`src/fetch_config.svh`:
```
`ifndef FETCH_CONFIG_SVH
`define FETCH_CONFIG_SVH

// fetch address and instruction width
`define FETCH_ADDR_W 32

// words per cache line, also the burst length
`define ICACHE_LINE_WORDS 4

// number of lines, 2, 4 or 8
`define ICACHE_SETS 2

// first pc after reset
`define FETCH_RESET_PC 32'h8000_0000

// derived field widths
`define ICACHE_WORD_BITS $clog2(`ICACHE_LINE_WORDS)
`define ICACHE_INDEX_BITS $clog2(`ICACHE_SETS)
`define ICACHE_TAG_BITS (`FETCH_ADDR_W - `ICACHE_INDEX_BITS - `ICACHE_WORD_BITS - 2)
`define ICACHE_LINE_BASE_BITS (`FETCH_ADDR_W - `ICACHE_WORD_BITS - 2)

`endif

```
`src/fetch_pkg.sv`:
```
`default_nettype none
`include "fetch_config.svh"

package fetch_pkg;

    // lookup view: tag, set index, word in line, byte in word
    typedef struct packed {
        logic [`ICACHE_TAG_BITS-1:0]   tag;
        logic [`ICACHE_INDEX_BITS-1:0] index;
        logic [`ICACHE_WORD_BITS-1:0]  word;
        logic [1:0]                    byte_off;
    } lookup_fields_t;

    // refill view: line aligned base plus byte offset inside the line
    typedef struct packed {
        logic [`ICACHE_LINE_BASE_BITS-1:0] line_base;
        logic [`ICACHE_WORD_BITS+1:0]      line_off;
    } refill_fields_t;

    // one fetch address, decoded both ways
    typedef union packed {
        lookup_fields_t lookup;
        refill_fields_t refill;
    } fetch_addr_t;

    // miss handling states of the cache controller
    typedef enum logic [1:0] {IDLE, CANCEL_WAIT, AR_WAIT, R_BURST} icache_state_t;

endpackage

`default_nettype wire

```
`src/fetch_pc.sv`:
```
`timescale 1ns/1ps
`default_nettype none
`include "fetch_config.svh"

module fetch_pc (
    input  wire                      clock,
    input  wire                      reset,
    input  wire                      redirect,
    input  wire [`FETCH_ADDR_W-1:0]  redirect_pc,
    input  wire                      fetch_stall,
    output fetch_pkg::fetch_addr_t   fetch_addr,
    output logic                     fetch_req
);

    // next pc to present to the cache
    logic [`FETCH_ADDR_W-1:0] pc_q;
    // request enable, one dead cycle after reset and after redirect
    logic                     req_q;
    // address taken by the cache this cycle
    logic                     advance;

    assign advance = fetch_req && !fetch_stall;

    // word aligned pc register
    always_ff @(posedge clock) begin
        if (reset) begin
            pc_q <= `FETCH_RESET_PC;
        end else if (redirect) begin
            // low bits forced to a word boundary
            pc_q <= {redirect_pc[`FETCH_ADDR_W-1:2], 2'b00};
        end else if (advance) begin
            pc_q <= pc_q + `FETCH_ADDR_W'(4);
        end
    end

    // request goes quiet for the cycle in which a new pc settles
    always_ff @(posedge clock) begin
        if (reset) begin
            req_q <= 1'b0;
        end else if (redirect) begin
            req_q <= 1'b0;
        end else begin
            req_q <= 1'b1;
        end
    end

    assign fetch_addr = pc_q;
    assign fetch_req  = req_q;

endmodule

`default_nettype wire

```
`src/fetch_top.sv`:
```
`timescale 1ns/1ps
`default_nettype none
`include "fetch_config.svh"

module fetch_top (
    input  wire                          clock,
    input  wire                          reset,
    input  wire                          redirect,
    input  wire [`FETCH_ADDR_W-1:0]      redirect_pc,
    input  wire                          fence_i,
    input  wire                          hold,
    output logic [`FETCH_ADDR_W-1:0]     araddr,
    output logic                         arvalid,
    input  wire                          arready,
    input  wire [`FETCH_ADDR_W-1:0]      rdata,
    input  wire                          rvalid,
    input  wire                          rlast,
    output logic [`FETCH_ADDR_W-1:0]     inst,
    output logic [`FETCH_ADDR_W-1:0]     inst_pc,
    output logic                         inst_valid
);

    import fetch_pkg::*;

    // pc unit to controller
    fetch_addr_t                   fetch_addr;
    logic                          fetch_req;
    logic                          fetch_stall;
    // controller to store, lookup side
    logic [`ICACHE_INDEX_BITS-1:0] lookup_index;
    logic [`ICACHE_WORD_BITS-1:0]  lookup_word;
    logic                          hit_valid;
    logic [`ICACHE_TAG_BITS-1:0]   hit_tag;
    logic [`FETCH_ADDR_W-1:0]      hit_word;
    // controller to store, refill side
    logic                          refill_we;
    logic [`ICACHE_INDEX_BITS-1:0] refill_index;
    logic [`ICACHE_WORD_BITS-1:0]  refill_word;
    logic [`ICACHE_TAG_BITS-1:0]   refill_tag;
    logic [`FETCH_ADDR_W-1:0]      refill_data;
    logic                          refill_done;

    fetch_pc u_fetch_pc (.clock, .reset, .redirect, .redirect_pc, .fetch_stall,
        .fetch_addr, .fetch_req);

    icache_ctrl u_icache_ctrl (.clock, .reset, .redirect, .fence_i, .hold,
        .fetch_addr, .fetch_req, .hit_valid, .hit_tag, .hit_word,
        .arready, .rdata, .rvalid, .rlast, .fetch_stall, .lookup_index, .lookup_word,
        .refill_we, .refill_index, .refill_word, .refill_tag, .refill_data, .refill_done,
        .araddr, .arvalid, .inst, .inst_pc, .inst_valid);

    // fence_i reaches the store directly
    icache_store u_icache_store (.clock, .reset, .fence_i, .lookup_index, .lookup_word,
        .refill_we, .refill_index, .refill_word, .refill_tag, .refill_data, .refill_done,
        .hit_valid, .hit_tag, .hit_word);

endmodule

`default_nettype wire

```
`src/icache_ctrl.sv`:
```
`timescale 1ns/1ps
`default_nettype none
`include "fetch_config.svh"

module icache_ctrl (
    input  wire                              clock,
    input  wire                              reset,
    input  wire                              redirect,
    input  wire                              fence_i,
    input  wire                              hold,
    input  wire fetch_pkg::fetch_addr_t      fetch_addr,
    input  wire                              fetch_req,
    input  wire                              hit_valid,
    input  wire [`ICACHE_TAG_BITS-1:0]       hit_tag,
    input  wire [`FETCH_ADDR_W-1:0]          hit_word,
    input  wire                              arready,
    input  wire [`FETCH_ADDR_W-1:0]          rdata,
    input  wire                              rvalid,
    input  wire                              rlast,
    output logic                             fetch_stall,
    output logic [`ICACHE_INDEX_BITS-1:0]    lookup_index,
    output logic [`ICACHE_WORD_BITS-1:0]     lookup_word,
    output logic                             refill_we,
    output logic [`ICACHE_INDEX_BITS-1:0]    refill_index,
    output logic [`ICACHE_WORD_BITS-1:0]     refill_word,
    output logic [`ICACHE_TAG_BITS-1:0]      refill_tag,
    output logic [`FETCH_ADDR_W-1:0]         refill_data,
    output logic                             refill_done,
    output logic [`FETCH_ADDR_W-1:0]         araddr,
    output logic                             arvalid,
    output logic [`FETCH_ADDR_W-1:0]         inst,
    output logic [`FETCH_ADDR_W-1:0]         inst_pc,
    output logic                             inst_valid
);

    import fetch_pkg::*;

    icache_state_t                     state;
    // line base of the missing address
    logic [`ICACHE_LINE_BASE_BITS-1:0] miss_line;
    // miss line rebuilt as a full address
    fetch_addr_t                       line_addr;
    // beat number inside the burst
    logic [`ICACHE_WORD_BITS-1:0]      beat_cnt;
    logic                              hit;
    logic                              accept;
    logic                              start_miss;
    logic                              ar_fire;
    // registered output valid, before the redirect mask
    logic                              valid_q;

    // probe the store with the lookup view
    assign lookup_index = fetch_addr.lookup.index;
    assign lookup_word  = fetch_addr.lookup.word;
    assign hit = fetch_req && hit_valid && (hit_tag == fetch_addr.lookup.tag);

    // hits only taken from idle, never under hold, redirect or fence
    assign accept      = (state == IDLE) && hit && !hold && !redirect && !fence_i;
    assign fetch_stall = !accept;

    // miss on a live request starts the refill sequence
    assign start_miss = (state == IDLE) && fetch_req && !hit && !hold && !redirect;

    // line aligned address via the refill view
    always_comb begin
        line_addr                  = '0;
        line_addr.refill.line_base = miss_line;
    end

    // read address channel
    assign araddr  = line_addr;
    assign arvalid = (state == AR_WAIT);
    assign ar_fire = arvalid && arready;

    // store write port, rready is tied high so every beat is taken
    assign refill_we    = (state == R_BURST) && rvalid;
    assign refill_done  = refill_we && rlast;
    assign refill_index = line_addr.lookup.index;
    assign refill_tag   = line_addr.lookup.tag;
    assign refill_word  = beat_cnt;
    assign refill_data  = rdata;

    // miss state machine
    always_ff @(posedge clock) begin
        if (reset) begin
            state <= IDLE;
        end else begin
            case (state)
                IDLE: begin
                    if (start_miss) begin
                        state <= CANCEL_WAIT;
                    end
                end
                CANCEL_WAIT: begin
                    // a late redirect drops the miss before any burst
                    if (redirect) begin
                        state <= IDLE;
                    end else begin
                        state <= AR_WAIT;
                    end
                end
                AR_WAIT: begin
                    // arvalid held until the slave takes it
                    if (ar_fire) begin
                        state <= R_BURST;
                    end
                end
                R_BURST: begin
                    if (refill_done) begin
                        state <= IDLE;
                    end
                end
                default: begin
                    state <= IDLE;
                end
            endcase
        end
    end

    // line base captured on the miss cycle
    always_ff @(posedge clock) begin
        if (start_miss) begin
            miss_line <= fetch_addr.refill.line_base;
        end
    end

    // beats arrive in order from word 0
    always_ff @(posedge clock) begin
        if (reset || ar_fire) begin
            beat_cnt <= '0;
        end else if (refill_we) begin
            beat_cnt <= beat_cnt + 1'b1;
        end
    end

    // output stage, loaded only by accepted hits
    always_ff @(posedge clock) begin
        if (accept) begin
            inst    <= hit_word;
            inst_pc <= fetch_addr;
        end
    end

    // valid kept under hold, cleared by redirect or fence_i
    always_ff @(posedge clock) begin
        if (reset || redirect || fence_i) begin
            valid_q <= 1'b0;
        end else if (!hold) begin
            valid_q <= accept;
        end
    end

    // old path masked in the redirect cycle itself
    assign inst_valid = valid_q && !redirect;

endmodule

`default_nettype wire

```
`src/icache_store.sv`:
```
`timescale 1ns/1ps
`default_nettype none
`include "fetch_config.svh"

module icache_store (
    input  wire                              clock,
    input  wire                              reset,
    input  wire                              fence_i,
    input  wire [`ICACHE_INDEX_BITS-1:0]     lookup_index,
    input  wire [`ICACHE_WORD_BITS-1:0]      lookup_word,
    input  wire                              refill_we,
    input  wire [`ICACHE_INDEX_BITS-1:0]     refill_index,
    input  wire [`ICACHE_WORD_BITS-1:0]      refill_word,
    input  wire [`ICACHE_TAG_BITS-1:0]       refill_tag,
    input  wire [`FETCH_ADDR_W-1:0]          refill_data,
    input  wire                              refill_done,
    output logic                             hit_valid,
    output logic [`ICACHE_TAG_BITS-1:0]      hit_tag,
    output logic [`FETCH_ADDR_W-1:0]         hit_word
);

    // arrays, one entry per set
    logic [`ICACHE_TAG_BITS-1:0] tag_mem  [`ICACHE_SETS];
    logic [`FETCH_ADDR_W-1:0]    data_mem [`ICACHE_SETS][`ICACHE_LINE_WORDS];
    logic [`ICACHE_SETS-1:0]     valid_q;
    // a burst has written at least one beat
    logic                        burst_open;
    // fence_i seen during the open burst
    logic                        burst_stale;
    // line may be marked valid this cycle
    logic                        fill_ok;

    // asynchronous read, word picked by the offset
    assign hit_valid = valid_q[lookup_index];
    assign hit_tag   = tag_mem[lookup_index];
    assign hit_word  = data_mem[lookup_index][lookup_word];

    // each beat lands in its own word slot
    always_ff @(posedge clock) begin
        if (refill_we) begin
            data_mem[refill_index][refill_word] <= refill_data;
        end
    end

    assign fill_ok = refill_done && !fence_i && !burst_stale;

    always_ff @(posedge clock) begin
        if (fill_ok) begin
            tag_mem[refill_index] <= refill_tag;
        end
    end

    // fence_i wins over a finishing refill
    always_ff @(posedge clock) begin
        if (reset || fence_i) begin
            valid_q <= '0;
        end else if (fill_ok) begin
            valid_q[refill_index] <= 1'b1;
        end
    end

    // burst tracking, open from first beat to last
    always_ff @(posedge clock) begin
        if (reset) begin
            burst_open  <= 1'b0;
            burst_stale <= 1'b0;
        end else if (refill_done) begin
            burst_open  <= 1'b0;
            burst_stale <= 1'b0;
        end else begin
            if (refill_we) begin
                burst_open <= 1'b1;
            end
            if (fence_i && (burst_open || refill_we)) begin
                burst_stale <= 1'b1;
            end
        end
    end

endmodule

`default_nettype wire

```
`config.mk`:
```
export PLATFORM = sky130hd
export DESIGN_NAME = fetch_top
export DESIGN_NICKNAME = d
export VERILOG_FILES = /design/src/fetch_pkg.sv /design/src/fetch_pc.sv /design/src/fetch_top.sv /design/src/icache_ctrl.sv /design/src/icache_store.sv
export VERILOG_INCLUDE_DIRS = /design/src /design/src/src
export SDC_FILE = /design/constraint.sdc
export NUM_CORES = 1
export LEC_CHECK = 0
export ABC_AREA = 1
export BUFFER_PORTS_ARGS = -buffer_cell sky130_fd_sc_hd__buf_4
export CORE_ASPECT_RATIO = 0.5
export CORE_MARGIN = 2
export CORE_UTILIZATION = 35
export CTS_CLUSTER_DIAMETER = 80
export DETAILED_ROUTE_END_ITERATION = 7
export HOLD_SLACK_MARGIN = 0.15
export PLACE_DENSITY = 0.63
export SYNTH_ARGS = -nofsm -noshare
export SYNTH_HDL_FRONTEND = slang
export SYNTH_SLANG_ARGS = --single-unit
```
`constraint.sdc`:
```
create_clock -name clock -period 7.3 [get_ports clock]
set_input_delay 1.095 -clock clock [delete_from_list [all_inputs] [get_ports clock]]
set_output_delay 1.095 -clock clock [all_outputs]
set_load 0.02 [all_outputs]
```
==> results_dict.tcl <==
set metrics [dict create \
    chipWidth_microns 325 \
    clock-sinks 441 \
    first_global_vias 11635 \
    full_die_area_sq_um 53400 \
    final_area_sq_um 21200 \
    finalWorstSetupSlack_ps 2910 \
    setup.worst_path.end_class "flop" \
    crit_path_max_fanout 69 \
    async_sr_flop_fraction_pct 0 \
    io_buffers 161 \
    p_int_mw 4.02 \
    swShare_pct 22.3 \
    route.antenna.remaining_nets 0 \
    tritoncts "yes" \
    final.hold.worst_slack_ps 456 \
    critPathKind "flop to flop" \
    combPwrFrac_pct 5.3 \
    synth.ff_latch_count 441 \
    root_buffer "clkbuf_16" \
    worstSkewPairLatency_ps 560 \
    fraction_of_final_layout_cells_sized_beyond_drive_strength_1_pct 14.9 \
    slew_viol_final 0 \
    net_count_reported_at_finish 1813 \
    ctsResizeCount 0 \
    via_to_cell_ratio 4.90 \
    timing.clock.skew_ps 11.5 \
    synth_area_per_cell_sq_um 11.3 \
    final_util_pct 42.0 \
    tightest_slew_ps 1170 \
    clock_path_buffers 3 \
    dpl.cell_count 2381 \
    layoutNonFillerInstCount 2460 \
    syn_inst 1592 \
    antenna-diode-count 0 \
    total_power_mw 5.18 \
    cp_data_required_time_ps 7770 \
    timing.final.crit_period_ps 4390 \
    max_clock_freq_mhz 228 \
    floorplan.io_pins 170 \
    synth-edff-count 400 \
    floorplan.rows 58 \
    clk_pin_slew_ps 60 \
    layout_worst_path_cycle_share_pct 60.2 \
    total_leakage_power_nw 7.53 \
    power_frac_clock_pct 40.8 \
    grt_util_all_layers_pct 16.3 \
    yosys.cell_types.count 31 \
    grt_overflow 0 \
    total_switching_power_mw 1.15 \
    critPathLaunchType "flop" \
    hpwl_microns 25800 \
    yosysSeqAreaShare_pct 71.3 \
    drc 0 \
    core-area_sq_um 50500 \
    pre_cts_slack_ps 3040 \
    layout_common_cells "edfxtp_1, nand2_1, nor2_1" \
    cp_data_arrival_time_ps 4860 \
    place_congestion 0.930 \
    p_per_area_nw_per_um2 244 \
    yosys_most_used_dff "edfxtp_1" \
    num_vias 12060 \
    routed_wire_length_per_instance_microns 18.0 \
    antenna_found_initial 0 \
    mappedNetlistArea_sq_um 18000 \
    worst_ir_drop_vdd_v 0.000141 \
    initial_core_util_pct 35.6 \
    dpl_cell_area_sq_um 19900 \
    detail_route.first_pass.iterations 5 \
    cts_made_buffers 43 \
    tns_ps 0 \
    hold_buffers 0 \
    timing.reg2reg.setup_slack_ps 2910 \
    grt_pass1_wl_microns 66800 \
    grt_max_degree 95 \
    status "completed" \
    postRouteWirelength_microns 44200 \
    drv.max_cap_violation_count 0 \
    holdCritPathClass "flop to flop" \
    fillers 4779 \
    area_growth_syn_to_layout_pct 17.9 \
    floorplan.die.height_microns 164 \
    ys_warn_count 0 \
    layout.cells.most_common "edfxtp_1" \
    slew-limit-headroom_pct 21.9 \
    grt_setup_unrepaired "false" \
    dr.first_iter.drc_count 970 \
    hold_viol_final 0 \
    final-setup-viol-count 0 \
    cts.htree.levels 2 \
    share_seq_of_total_power_pct 53.9 \
    post_cts.repair.setup_buffers 0 \
]
[sequential cells by signal (all words and copies together) (netlist names), 2 cells and up, named ones only]
register                   flops
u_icache_store.tag_mem        54
u_icache_ctrl.miss_line       28
u_icache_ctrl.refill_word      2
u_icache_store.valid_q         2
u_icache_store.data_mem      256
u_fetch_pc.fetch_addr         30
u_icache_ctrl.inst            32
u_icache_ctrl.inst_pc         30
[Yosys cell counts, types with 19 or more instances]
cell / count / share of area, %
a31oi_1: 33 / 1.1
a21oi_1: 35 / 0.97
nand4_1: 19 / 0.66
xor2_1: 23 / 1.1
nand3_1: 75 / 2.1
dfxtp_1: 41 / 4.6
o21ai_0: 143 / 4.0
nor3_1: 24 / 0.67
clkbuf_1: 51 / 1.1
nand2_1: 296 / 6.2
inv_1: 82 / 1.7
edfxtp_1: 400 / 67
nor2_1: 282 / 5.9
o22ai_1: 32 / 1.1
[cells by family after synthesis]
family                     after synthesis  share of synthesized area (%)
xor gates and xnor gates                23                           1.12
and+or+nand+nor                        702                           15.7
other                                    1                         0.0208
muxes                                    1                         0.0556
AOI/OAI and AO/OA                      249                           7.48
DFF                                    441                           71.3
adders and majority gates                5                          0.348
buffers and inverters                  170                           3.99
[layout make-up]
class                      count  area, sq um  area share, %
inverter                      83          314           1.48
multi-input combinational    986         4520           21.3
tap                          690          863           4.07
sequential                   441        12800           60.5
timing repair buffer         181         1360           6.40
clock inverter                19          133          0.625
clock buffer                  60         1200           5.66
[critical path, stage by stage (launching register included)]
cell and delay [ps]:
dfxtp_4 510, buf_4 680, nand2_1 150, nand3_1 180, nand2_1 60, inv_1 50
nand2_1 40, nor2_1 220, nand2_1 100, nor2_1 150, nand3_2 600, nand2_1 1140
nand2_1 110, a21oi_1 220
[per-layer routing]
layer	routed length [microns]	track usage (%)	up-vias
li1	-	-	5825
met1	18700	20.0	5874
met2	22400	29.8	295
met3	2230	2.91	66
met4	835	4.31	0
met5	0	0	-
[power groups by stage]
stage / sequential [mW] / combinational [mW] / clock (mW)
floorplan: 2.84 / 0.174 / 0
global placement: 2.84 / 0.272 / 0
detailed placement: 2.84 / 0.276 / 0
CTS: 2.79 / 0.277 / 2.17
global route: 2.79 / 0.312 / 2.27
finish: 2.79 / 0.276 / 2.11
[final timing paths]
| check | from | cells after the start | endpoint |
|---|---|---|---|
| hold / removal | u_icache_ctrl.valid_q | 2 | u_icache_ctrl.valid_q |
| setup reg to reg | flop | 13 | flop |
| setup / recovery | flop | 13 | flop |
| hold reg to reg | u_icache_ctrl.valid_q | 2 | u_icache_ctrl.valid_q |
Power figures use the tool's default switching activity.
